--- config.mk ---
export PLATFORM = sky130hd
export DESIGN_NAME = dcache_top
export DESIGN_NICKNAME = d
export VERILOG_FILES = /design/src/dcache_pkg.sv /design/src/dcache_top.sv /design/src/dcache_ctrl.sv /design/src/dcache_array.sv /design/src/replay_fifo.sv
export VERILOG_INCLUDE_DIRS = /design/src /design/src/src
export SDC_FILE = /design/constraint.sdc
export NUM_CORES = 2
export LEC_CHECK = 0
export ABC_AREA = 1
export ABC_CLOCK_PERIOD_IN_PS = 12550
export BUFFER_PORTS_ARGS = -buffer_cell sky130_fd_sc_hd__buf_4
export CAP_MARGIN = 25
export CORE_UTILIZATION = 35
export DETAILED_ROUTE_END_ITERATION = 8
export PLACE_DENSITY = 0.57
export SETUP_SLACK_MARGIN = 0.02
export SLEW_MARGIN = 30
export SYNTH_ARGS = -nofsm -noshare
export SYNTH_HDL_FRONTEND = slang
export SYNTH_SLANG_ARGS = --single-unit
--- constraint.sdc ---
create_clock -name clk_i -period 12.55 [get_ports clk_i]
set_input_delay 1.255 -clock clk_i [delete_from_list [all_inputs] [get_ports clk_i]]
set_output_delay 1.255 -clock clk_i [all_outputs]
set_load 0.1 [all_outputs]
--- src/dcache_cfg.svh ---
// Size and width macros for the data cache; include before using any DC_ name
`ifndef DCACHE_CFG_SVH
`define DCACHE_CFG_SVH

// Data word
`define DC_WORD_W 64

// Direct-mapped, one word per line
`define DC_SETS 16
`define DC_INDEX_W 4

// Index sits at offset bits 6..3, byte offset is always zero
`define DC_OFFSET_W 12

// Physical address is the tag above the page offset
`define DC_PTAG_W 8
`define DC_PADDR_W 20

// Replay queue
`define DC_FIFO_DEPTH 8
`define DC_FIFO_PTR_W 3

`endif
--- src/dcache_pkg.sv ---
// Types shared by the cache modules; other files use them through scoped names
`include "dcache_cfg.svh"

package dcache_pkg;

   typedef enum logic [0:0]
   {
      e_dcache_op_ld = 1'b0,
      e_dcache_op_sd = 1'b1
   } dcache_op_e;

   typedef struct packed
   {
      dcache_op_e                opcode;
      logic [`DC_OFFSET_W-1:0]   page_offset;
      logic [`DC_WORD_W-1:0]     data;
   } dcache_pkt_s;

   // Replay queue word, uncached flag on top
   typedef struct packed
   {
      logic                      uncached;
      logic [`DC_PTAG_W-1:0]     ptag;
      dcache_pkt_s               pkt;
   } req_entry_s;

   typedef struct packed
   {
      logic                      valid;
      logic [`DC_PTAG_W-1:0]     ptag;
   } tag_entry_s;

   typedef struct packed
   {
      dcache_op_e                opcode;
      logic [`DC_PADDR_W-1:0]    paddr;
      logic [`DC_WORD_W-1:0]     data;
   } mem_cmd_s;

   typedef struct packed
   {
      logic [`DC_WORD_W-1:0]     data;
   } mem_resp_s;

endpackage

--- src/dcache_top.sv ---
// Top level of the cache; connects the replay queue, both arrays and the control
`timescale 1ns/1ns
`include "dcache_cfg.svh"

module dcache_top
   (
      input  logic                    clk_i,
      input  logic                    rst_n_i,

      input  dcache_pkg::dcache_pkt_s dcache_pkt_i,
      input  logic [`DC_PTAG_W-1:0]   ptag_i,
      input  logic                    uncached_i,
      input  logic                    v_i,
      output logic                    ready_o,

      output logic [`DC_WORD_W-1:0]   data_o,
      output logic                    v_o,

      output dcache_pkg::mem_cmd_s    mem_cmd_o,
      output logic                    mem_cmd_v_o,
      input  logic                    mem_cmd_ready_i,

      input  dcache_pkg::mem_resp_s   mem_resp_i,
      input  logic                    mem_resp_v_i,
      output logic                    mem_resp_yumi_o
   );

   dcache_pkg::req_entry_s  fifo_entry_li;
   dcache_pkg::req_entry_s  head_entry_lo;
   logic                    head_v_lo;
   logic                    head_yumi_li;
   logic                    roll_li;

   logic [`DC_INDEX_W-1:0]  rd_index_li;
   logic [`DC_INDEX_W-1:0]  wr_index_li;
   dcache_pkg::tag_entry_s  tag_rd_lo;
   dcache_pkg::tag_entry_s  tag_wr_li;
   logic                    tag_wr_en_li;
   logic [`DC_WORD_W-1:0]   data_rd_lo;
   logic [`DC_WORD_W-1:0]   data_wr_li;
   logic                    data_wr_en_li;

   assign fifo_entry_li = '{uncached: uncached_i, ptag: ptag_i, pkt: dcache_pkt_i};

   // Arrays are read at the head every cycle
   assign rd_index_li = head_entry_lo.pkt.page_offset[`DC_INDEX_W+2:3];

   replay_fifo u_replay_fifo
   (
      .clk_i    (clk_i),
      .rst_n_i  (rst_n_i),
      .entry_i  (fifo_entry_li),
      .v_i      (v_i),
      .ready_o  (ready_o),
      .entry_o  (head_entry_lo),
      .v_o      (head_v_lo),
      .yumi_i   (head_yumi_li),
      .commit_i (v_o),
      .roll_i   (roll_li)
   );

   dcache_array #(.entry_t(dcache_pkg::tag_entry_s)) tag_array
   (
      .clk_i      (clk_i),
      .rst_n_i    (rst_n_i),
      .rd_index_i (rd_index_li),
      .rd_data_o  (tag_rd_lo),
      .wr_en_i    (tag_wr_en_li),
      .wr_index_i (wr_index_li),
      .wr_data_i  (tag_wr_li)
   );

   dcache_array #(.entry_t(logic [`DC_WORD_W-1:0])) data_array
   (
      .clk_i      (clk_i),
      .rst_n_i    (rst_n_i),
      .rd_index_i (rd_index_li),
      .rd_data_o  (data_rd_lo),
      .wr_en_i    (data_wr_en_li),
      .wr_index_i (wr_index_li),
      .wr_data_i  (data_wr_li)
   );

   dcache_ctrl u_dcache_ctrl
   (
      .clk_i           (clk_i),
      .rst_n_i         (rst_n_i),
      .entry_i         (head_entry_lo),
      .entry_v_i       (head_v_lo),
      .entry_yumi_o    (head_yumi_li),
      .roll_o          (roll_li),
      .tag_rd_i        (tag_rd_lo),
      .data_rd_i       (data_rd_lo),
      .wr_index_o      (wr_index_li),
      .tag_wr_en_o     (tag_wr_en_li),
      .tag_wr_o        (tag_wr_li),
      .data_wr_en_o    (data_wr_en_li),
      .data_wr_o       (data_wr_li),
      .data_o          (data_o),
      .v_o             (v_o),
      .mem_cmd_o       (mem_cmd_o),
      .mem_cmd_v_o     (mem_cmd_v_o),
      .mem_cmd_ready_i (mem_cmd_ready_i),
      .mem_resp_i      (mem_resp_i),
      .mem_resp_v_i    (mem_resp_v_i),
      .mem_resp_yumi_o (mem_resp_yumi_o)
   );

endmodule

--- src/dcache_ctrl.sv ---
// Cache pipeline control: hit check, write-through stores, poison and the refill FSM
`timescale 1ns/1ns
`include "dcache_cfg.svh"

module dcache_ctrl
   (
      input  logic                    clk_i,
      input  logic                    rst_n_i,

      input  dcache_pkg::req_entry_s  entry_i,
      input  logic                    entry_v_i,
      output logic                    entry_yumi_o,
      output logic                    roll_o,

      input  dcache_pkg::tag_entry_s  tag_rd_i,
      input  logic [`DC_WORD_W-1:0]   data_rd_i,
      output logic [`DC_INDEX_W-1:0]  wr_index_o,
      output logic                    tag_wr_en_o,
      output dcache_pkg::tag_entry_s  tag_wr_o,
      output logic                    data_wr_en_o,
      output logic [`DC_WORD_W-1:0]   data_wr_o,

      output logic [`DC_WORD_W-1:0]   data_o,
      output logic                    v_o,

      output dcache_pkg::mem_cmd_s    mem_cmd_o,
      output logic                    mem_cmd_v_o,
      input  logic                    mem_cmd_ready_i,

      input  dcache_pkg::mem_resp_s   mem_resp_i,
      input  logic                    mem_resp_v_i,
      output logic                    mem_resp_yumi_o
   );

   typedef enum logic [1:0] {S_IDLE, S_SEND, S_WAIT} state_e;

   state_e                  state_r;
   state_e                  state_n;

   logic                    s1_v_r;
   dcache_pkg::req_entry_s  s1_entry_r;
   logic                    s2_v_r;
   logic                    s2_fail_r;
   dcache_pkg::req_entry_s  s2_entry_r;
   logic [`DC_WORD_W-1:0]   s2_data_r;

   // One-word holding register for uncached loads
   logic                    hold_v_r;
   logic [`DC_WORD_W-1:0]   hold_data_r;

   logic                    s1_store;
   logic                    tag_hit;
   logic                    store_issue;
   logic                    hold_take;
   logic                    s1_ok;
   logic [`DC_WORD_W-1:0]   s1_data;
   logic                    fill_done;

   assign s1_store    = (s1_entry_r.pkt.opcode == dcache_pkg::e_dcache_op_sd);
   assign tag_hit     = tag_rd_i.valid & (tag_rd_i.ptag == s1_entry_r.ptag);
   assign store_issue = s1_v_r & s1_store & mem_cmd_ready_i & ~roll_o;
   assign hold_take   = s1_v_r & ~s1_store & s1_entry_r.uncached & hold_v_r & ~roll_o;

   always_comb
   begin
      if (s1_store)
      begin
         s1_ok   = mem_cmd_ready_i;
         s1_data = '0;
      end
      else if (s1_entry_r.uncached)
      begin
         s1_ok   = hold_v_r;
         s1_data = hold_data_r;
      end
      else
      begin
         s1_ok   = tag_hit;
         s1_data = data_rd_i;
      end
   end

   assign roll_o       = s2_v_r & s2_fail_r;
   assign v_o          = s2_v_r & ~s2_fail_r;
   assign data_o       = s2_data_r;
   assign entry_yumi_o = entry_v_i & (state_r == S_IDLE) & ~roll_o;

   assign fill_done       = (state_r == S_WAIT) & mem_resp_v_i;
   assign mem_resp_yumi_o = fill_done;

   always_comb
   begin
      state_n = state_r;
      case (state_r)
         S_IDLE:
            if (roll_o && (s2_entry_r.pkt.opcode == dcache_pkg::e_dcache_op_ld))
               state_n = S_SEND;
         S_SEND:
            if (mem_cmd_ready_i)
               state_n = S_WAIT;
         S_WAIT:
            if (mem_resp_v_i)
               state_n = S_IDLE;
         default:
            state_n = S_IDLE;
      endcase
   end

   // Refill read and stage-1 store never want the port together
   assign mem_cmd_v_o = store_issue | ((state_r == S_SEND) & mem_cmd_ready_i);

   always_comb
   begin
      if (state_r == S_SEND)
      begin
         mem_cmd_o.opcode = dcache_pkg::e_dcache_op_ld;
         mem_cmd_o.paddr  = {s2_entry_r.ptag, s2_entry_r.pkt.page_offset};
         mem_cmd_o.data   = '0;
      end
      else
      begin
         mem_cmd_o.opcode = dcache_pkg::e_dcache_op_sd;
         mem_cmd_o.paddr  = {s1_entry_r.ptag, s1_entry_r.pkt.page_offset};
         mem_cmd_o.data   = s1_entry_r.pkt.data;
      end
   end

   assign wr_index_o   = (state_r == S_WAIT) ? s2_entry_r.pkt.page_offset[`DC_INDEX_W+2:3]
                                             : s1_entry_r.pkt.page_offset[`DC_INDEX_W+2:3];
   assign tag_wr_en_o  = fill_done & ~s2_entry_r.uncached;
   assign tag_wr_o     = '{valid: 1'b1, ptag: s2_entry_r.ptag};
   assign data_wr_en_o = tag_wr_en_o | (store_issue & tag_hit);
   assign data_wr_o    = (state_r == S_WAIT) ? mem_resp_i.data : s1_entry_r.pkt.data;

   always_ff @(posedge clk_i or negedge rst_n_i)
   begin
      if (!rst_n_i)
      begin
         state_r   <= S_IDLE;
         s1_v_r    <= 1'b0;
         s2_v_r    <= 1'b0;
         s2_fail_r <= 1'b0;
         hold_v_r  <= 1'b0;
      end
      else
      begin
         state_r   <= state_n;
         s1_v_r    <= entry_yumi_o;
         // Poison flushes stage 1
         s2_v_r    <= s1_v_r & ~roll_o;
         s2_fail_r <= ~s1_ok;
         if (fill_done && s2_entry_r.uncached)
            hold_v_r <= 1'b1;
         else if (hold_take)
            hold_v_r <= 1'b0;
      end
   end

   // Stage 2 payload stays put while the FSM works on it
   always_ff @(posedge clk_i)
   begin
      if (entry_yumi_o)
         s1_entry_r <= entry_i;
      if (s1_v_r && !roll_o)
      begin
         s2_entry_r <= s1_entry_r;
         s2_data_r  <= s1_data;
      end
      if (fill_done && s2_entry_r.uncached)
         hold_data_r <= mem_resp_i.data;
   end

endmodule

--- src/dcache_array.sv ---
// Line storage with one registered, write-first read port; entry_t picks tag or data
`timescale 1ns/1ns
`include "dcache_cfg.svh"

module dcache_array
   #(
      parameter type entry_t = logic [`DC_WORD_W-1:0]
   )
   (
      input  logic                   clk_i,
      input  logic                   rst_n_i,

      input  logic [`DC_INDEX_W-1:0] rd_index_i,
      output entry_t                 rd_data_o,

      input  logic                   wr_en_i,
      input  logic [`DC_INDEX_W-1:0] wr_index_i,
      input  entry_t                 wr_data_i
   );

   entry_t mem_r [`DC_SETS];

   // Cleared so every tag starts invalid
   always_ff @(posedge clk_i or negedge rst_n_i)
   begin
      if (!rst_n_i)
      begin
         for (int i = 0; i < `DC_SETS; i++)
         begin
            mem_r[i] <= '0;
         end
         rd_data_o <= '0;
      end
      else
      begin
         if (wr_en_i)
            mem_r[wr_index_i] <= wr_data_i;
         // Same-index write wins over the old contents
         if (wr_en_i && (wr_index_i == rd_index_i))
            rd_data_o <= wr_data_i;
         else
            rd_data_o <= mem_r[rd_index_i];
      end
   end

endmodule

--- src/replay_fifo.sv ---
// Request queue that frees entries on commit and replays from the commit point on roll
`timescale 1ns/1ns
`include "dcache_cfg.svh"

module replay_fifo
   (
      input  logic                    clk_i,
      input  logic                    rst_n_i,

      input  dcache_pkg::req_entry_s  entry_i,
      input  logic                    v_i,
      output logic                    ready_o,

      output dcache_pkg::req_entry_s  entry_o,
      output logic                    v_o,
      input  logic                    yumi_i,

      input  logic                    commit_i,
      input  logic                    roll_i
   );

   localparam int PTR_W = `DC_FIFO_PTR_W;

   dcache_pkg::req_entry_s mem_r [`DC_FIFO_DEPTH];

   // Top bit marks the lap, so full and empty differ
   logic [PTR_W:0] wptr_r;
   logic [PTR_W:0] rptr_r;
   logic [PTR_W:0] cptr_r;
   logic [PTR_W:0] cptr_n;
   logic           enq;

   assign enq = v_i & ready_o;
   assign cptr_n = cptr_r + {{PTR_W{1'b0}}, commit_i};

   // Space comes back only when a result is committed
   assign ready_o = ~((wptr_r[PTR_W] != cptr_r[PTR_W])
                      && (wptr_r[PTR_W-1:0] == cptr_r[PTR_W-1:0]));

   assign v_o     = (rptr_r != wptr_r);
   assign entry_o = mem_r[rptr_r[PTR_W-1:0]];

   always_ff @(posedge clk_i or negedge rst_n_i)
   begin
      if (!rst_n_i)
      begin
         wptr_r <= '0;
         rptr_r <= '0;
         cptr_r <= '0;
      end
      else
      begin
         if (enq)
            wptr_r <= wptr_r + 1'b1;
         cptr_r <= cptr_n;
         // Rewind to the oldest uncommitted entry
         if (roll_i)
            rptr_r <= cptr_n;
         else if (yumi_i)
            rptr_r <= rptr_r + 1'b1;
      end
   end

   always_ff @(posedge clk_i)
   begin
      if (enq)
         mem_r[wptr_r[PTR_W-1:0]] <= entry_i;
   end

endmodule

Word-level counts from Yosys, hierarchy flattened
Memory sizes are Yosys's and may differ from the RTL's.
Cells that the tools add are included.
{"block": "op_classes", "add_sub_neg": 3, "magnitude_cmp": 3, "n_div": 0, "n_eq_ne": 10, "bitwise": 29, "mux": 30, "shift": 0, "n_reduce_logical": 12, "multipliers": 0}
{"cell": "bitwise mux 1024 bit", "n": 1}
{"cell": "2-to-1 mux 64 bit", "n": 6}
{"cell": "binary-select mux 64 bit (select 4 bit)", "n": 1}
{"cell": "demux 64 bit (select 4 bit)", "n": 1}
{"cell": "bitwise mux 144 bit", "n": 1}
{"cell": "2-to-1 mux 85 bit", "n": 1}
{"cell": "binary-select mux 9 bit (select 4 bit)", "n": 1}
{"cell": "demux 9 bit (select 4 bit)", "n": 1}
{"cell": "2-to-1 mux 9 bit", "n": 4}
{"cell": "bitwise AND 1 bit", "n": 18}
{"cell": "2-to-1 mux 4 bit", "n": 3}
{"cell": "greater-or-equal comparator 5 bit, second input constant", "n": 2}
{"cell": "inverter 4 -> 5 bit", "n": 2}
{"cell": "adder 4 x 1 -> 4 bit, second input constant", "n": 2}
{"cell": "equality test 8 bit", "n": 1}
{"cell": "logical AND 1 bit", "n": 7}
{"cell": "inverter 1 bit", "n": 7}
{"cell": "2-to-1 mux 1 bit", "n": 6}
{"cell": "2-to-1 mux 2 bit", "n": 3}
{"cell": "!= test 2 bit, second input constant", "n": 3}
{"cell": "one-hot mux 2 bit (3 select lines)", "n": 1}
{"cell": "< comparator 5 x 1 -> 1 bit, second input constant", "n": 1}
{"cell": "adder 4 x 1 -> 4 bit", "n": 1}
{"cell": "equality test 4 bit", "n": 1}
{"cell": "other kinds (10)", "n": 12}
{"block": "word_totals", "wordCells": 158, "latch_bits": 0, "mem_bits_rw": 688, "n_memories": 1, "register_bits": 1495, "mem_bits_ro": 0, "output_inout_bits": 153}
{"memory": "u_replay_fifo.mem_r", "depth": 8, "word_bits": 86, "rd": 1, "rd_ports_with_merged_regs": 0, "wr": 1, "line": "replay_fifo.sv:24", "text": "dcache_pkg::req_entry_s mem_r [`DC_FIFO_DEPTH];"}

Depth between registers and ports, before layout
{"block": "logic_depth", "depth_word": 8, "ltp_mapped": 16, "mapped_depth_nobuf": 13}

Hierarchy
Synthesis repeated with hierarchy kept, for this count alone.
{"block": "hier_totals", "hier_cells": 10191, "area_unflattened_um2": 94102.8}
{"mod": "dcache_array (data_array)", "area_per_inst_um2": 48951.9, "instances": 1, "cells_each": 6092}
{"mod": "replay_fifo", "area_per_inst_um2": 27513.9, "instances": 1, "cells_each": 2216}
{"mod": "dcache_ctrl", "area_per_inst_um2": 10023.4, "instances": 1, "cells_each": 886}
{"mod": "dcache_array (tag_array)", "area_per_inst_um2": 7613.6, "instances": 1, "cells_each": 997}

Worst setup path after synthesis
No wires, ideal clock.
{"block": "synth_path", "kind": "register to register", "start": "register u_replay_fifo.wptr_r[1]", "end": "memory u_replay_fifo.mem_r[6][0] (netlist name), enable pin", "stages_incl_launch_ff": 6, "synth_period_minus_slack_ps": 8356, "slack_ps": 4194, "arrival_ps": 7720, "path_cell_list": "dfrtp_1 > xnor2_1 > nand4_1 > nand2_1 > or2_2 > nor3_1"}
{"block": "synth_between", "elab_chain_cells": 6}
{"item": "start, declared", "line": "replay_fifo.sv:27", "text": "logic [PTR_W:0] wptr_r;"}
{"item": "start signal, assigned", "line": "replay_fifo.sv:54", "text": "wptr_r <= wptr_r + 1'b1;"}
{"item": "equality test 3 bit", "line": "replay_fifo.sv:38", "text": "&& (wptr_r[PTR_W-1:0] == cptr_r[PTR_W-1:0]));"}
{"item": "logical AND 1 bit", "line": "replay_fifo.sv:38"}
{"item": "inverter 1 bit", "line": "replay_fifo.sv:37", "text": "assign ready_o = ~((wptr_r[PTR_W] != cptr_r[PTR_W])"}
{"item": "net ready_o", "line": "dcache_top.sv:14", "text": "output logic ready_o,"}
{"item": "bitwise AND 1 bit", "line": "replay_fifo.sv:33", "text": "assign enq = v_i & ready_o;"}
{"item": "2-to-1 mux 1 bit", "line": "replay_fifo.sv:66", "text": "if (enq)"}
{"item": "2-to-1 mux 1 bit (not written as such)", "line": "replay_fifo.sv:67", "text": "mem_r[wptr_r[PTR_W-1:0]] <= entry_i;"}
{"item": "end, declared", "line": "replay_fifo.sv:24"}
The timed path passes the listed nets, and every way through them passes these cells.

Final worst setup path
{"block": "layout_path", "start": "register u_replay_fifo.rptr_r[0]", "end": "register data_array.rd_data_o[36] (netlist name)"}
{"block": "layout_between", "elab_chain_cells": 6, "word_cells_on_any_way": 8, "classes_between": "1 x eq/ne; 4 x mux; 1 x bitwise; 1 x reduce/logical; 1 x memory"}
{"item": "start, declared", "line": "replay_fifo.sv:28", "text": "logic [PTR_W:0] rptr_r;"}
{"item": "start signal, assigned", "line": "replay_fifo.sv:58", "text": "rptr_r <= cptr_n;"}
{"item": "start signal, assigned", "line": "replay_fifo.sv:60", "text": "rptr_r <= rptr_r + 1'b1;"}
{"item": "memory read (8 x 86 bit) *"}
{"item": "inverter 4 -> 5 bit (not written as such)", "line": "dcache_array.sv:42", "text": "rd_data_o <= mem_r[rd_index_i];"}
{"item": "binary-select mux 64 bit (select 4 bit)", "line": "dcache_array.sv:42"}
{"item": "2-to-1 mux 64 bit (not written as such) (2 in a row)", "line": "dcache_array.sv:42"}
{"item": "2-to-1 mux 64 bit *", "line": "dcache_array.sv:39", "text": "if (wr_en_i && (wr_index_i == rd_index_i))"}
{"item": "end signal, assigned", "line": "dcache_array.sv:40", "text": "rd_data_o <= wr_data_i;"}
{"item": "end signal, assigned", "line": "dcache_array.sv:42"}
{"item": "end, declared", "line": "dcache_array.sv:14", "text": "output entry_t rd_data_o,"}
Every way passes the cells marked *; elsewhere a longest branch is shown, timed or not. The select of a mux whose other input is x is not followed.
A chain may end at the register's enable or synchronous reset.

==> impl_metrics.ini <==
[outcome]
status = finished, final reports clean

[cts]
cts_tree = yes
clk_latency_ns = 0.91
numCtsBuffers = 223
cts-root-buf = clkbuf_16
cts.sinks = 2183
htree_levels = 4
postCtsSetupRepairBufs = 0
clock_path_buffers = 4
clkTransAtPathRegs_ns = 0.06
holdBufCountCts = 0
post_cts_resized = 0

[detailed_routing]
ant_nets = 0
routed_wl_um = 309000
drtIter0Drc = 8339
drc = 0
routed-via-count = 76300
wl_per_cell_um = 21.2
via_per_inst = 5.24
drtPass1Iterations = 6

[layout]
drive_above_1_share_pct = 8.17
finalNonFillerCells = 14500
postLayoutCoreUtil_pct = 39.7
fillers = 27100
nets = 10800
final_area_sq_um = 110000
area.growth.synth_to_final_pct = 12.7

[timing]
max-slew-margin-rel_pct = 27.1
rsz0062_at_grt = false
period_share_pct = 52.4
finalSetupViolCount = 0
postLayoutSetupSlackWorst_ns = 5.97
worst_pin_slew_ns = 1.09
hold_viol_final = 0
skew_ns = 0.0623
slew_viol_final = 0
fin_hold_ws_ns = 0.373
tns_ns = 0
max_freq_mhz = 152
post-route-min-period_ns = 6.58

[floorplanning]
core_sq_um = 276000
fp.dieH_um = 529
rows = 193
die-area_sq_um = 280000
start_util_pct = 35.2
dieWidth_um = 529
ios = 308

[synthesis]
ys_ff_latch = 2183
netlist_instances = 10800
syn_nets = 10900
yosysTopAreaCell = dfrtp_1
yosys-top-cells-area = dfrtp_1, edfxtp_1, nand2_1, nand3_1, o21ai_0
netlist_area_sq_um = 97300
postSynthAreaPerCell_sq_um = 9.03
ys_types = 37
netlist.area_leader.share_pct = 32.4
yosysWarnings = 0
synth-seq-area-share_pct = 60.9

[power_and_ir_drop]
p_seq_share_pct = 31.4
total_power_mw = 32.3
p_per_area_nw_per_um2 = 294
irDropWorstVdd_mv = 0.332
leakage_nw = 46.2
p_int_mw = 16.8
p_switching_mw = 15.4
swShare_pct = 47.8
power.share.clock_pct = 20.5
combPwrFrac_pct = 48.1

[min_path]
hold_path_class = input port to async pin

[global_route]
grtUsageTotal_pct = 21.7
grt_max_degree = 198
overflow = 0
antenna_found_initial = 36
grt_pass1_vias = 72400
grt_pass1_wl_um = 464000

[run]
maxCapViolCount = 0

[place]
port_buffers = 307
dp_cells = 14100
post-dp-hpwl_um = 173000
dpl_cell_area_sq_um = 102000
place_ws_ns = 6.13
gp_congestion = 0.837

[critical_path]
worst-path-max-fanout = 197
crit_required_ns = 13.32
end_kind = register
reg2reg_depth = 15
crit_type = register to register
crit_arrival_ns = 7.35
startpoint_type = register
==> cells in the final DEF, fill, tap and decap left out, drive strengths merged, types with 3 or more instances in the layout <==
master and instances:
nand2 2280, o21ai 1590, nand3 1551, dfrtp 1259
inv 1236, edfxtp 924, nor2 686, buf 490
clkbuf 315, o22ai 85, a31oi 83, nand4 74
a21oi 72, clkinv 72, nand3b 56, and2 16
bufinv 13, xor2 12, xnor2 8, diode 6
ha 4, nor3 3
==> cell families after synthesis <==
family                   after synthesis  synth area share (%)
flip-flops                          2183                  60.9
AND/OR/NAND/NOR                     4667                  20.5
adder cells (fa/ha/maj)                4                0.0514
AO/OA/AOI/OAI                       1836                  9.68
XOR/XNOR                              20                 0.180
buffers and inverters               2064                  8.71
==> worst paths after layout <==
kind,start,end,slack (ns)
worst max-delay path,u_replay_fifo.rptr_r[0],data_array.rd_data_o[36],5.97
worst min-delay path,rst_n_i,tag_array.mem_r[130],0.37
worst max register to register,u_replay_fifo.rptr_r[0],data_array.rd_data_o[36],5.97
worst min register to register,u_dcache_ctrl.s1_entry_r[69],u_dcache_ctrl.s2_entry_r[69],0.45
max in group asynchronous,rst_n_i,data_array.mem_r[998],9.21
min in group clk_i,u_dcache_ctrl.s1_entry_r[69],u_dcache_ctrl.s2_entry_r[69],0.45
==> power by group through the flow <==
stage                     registers [mW]  clock network, mW  logic (mW)
after global placement              10.2                  0        15.1
after detailed placement            10.2                  0        15.3
after floorplan                     10.8                  0        9.92
after global routing                10.3               7.00        16.6
final                               10.1               6.61        15.5
after CTS                           10.1               6.72        15.4
==> routing by layer <==
metal,vias to the layer above,wire length [um],track usage (%)
met5,-,424,0
li1,35100,-,-
met2,3289,141000,34.5
met3,637,27000,4.20
met1,37200,128000,28.9
met4,64,11800,8.51
==> synth_stat cells <==
cell,instances
nand2_1,2278
nand3_1,1549
o21ai_0,1393
dfrtp_1,1259
inv_1,1229
edfxtp_1,924
nor2_1,682
buf_2,484
clkbuf_1,286
o21ai_1,195
o22ai_1,85
a31oi_1,83
nand4_1,74
a21oi_1,72
nand3b_1,56
buf_1,28
buf_4,28
and2_1,16
xor2_1,12
xnor2_1,8
inv_2,6
ha_1,4
nor2_2,3
nor3_1,3
a22oi_1,2
buf_6,2
o211ai_1,2
o21ai_2,2
clkbuf_2,1
nand2_2,1
nand2_4,1
nand3_2,1
nand3_4,1
nor2_4,1
o21a_1,1
o31ai_1,1
or2_2,1
==> state kept, by name, summed over array words and instances, names as in the netlist, 8 cells and up <==
name	cells
data_array.mem_r	1024
data_array.rd_data_o	64
tag_array.mem_r	144
tag_array.rd_data_o	9
u_dcache_ctrl.data_o	64
u_dcache_ctrl.hold_data_r	64
u_dcache_ctrl.s1_entry_r	85
u_dcache_ctrl.s2_entry_r	14
u_dcache_ctrl.tag_wr_o	8
u_replay_fifo.mem_r	688
==> critical path, cell delays in order (launching register included) <==
cell and delay [ns]:
dfrtp_4 0.93, buf_12 0.69, nand2_1 0.13, nand3_1 0.16, nand3_4 0.39, nand2_8 0.66, buf_4 0.89, buf_4 0.89
buf_4 0.76, nand2_1 0.13, nand3_1 0.11, nand3_1 0.09, nand3_1 0.12, nand2_1 0.07, nand2_1 0.06, nand2_1 0.06
==> final cells by class <==
type                       count  area (sq um)  share of cell area (%)
timing repair buffer         490          4080                    3.72
tap                         3705          4640                    4.23
clock inverter                87           753                   0.687
multi-input combinational   6527         29900                    27.2
inverter                    1235          4660                    4.25
sequential                  2183         59300                    54.0
antenna                        6          15.0                  0.0137
clock buffer                 315          6410                    5.85
No activity file was read; power rests on OpenSTA's default activity.
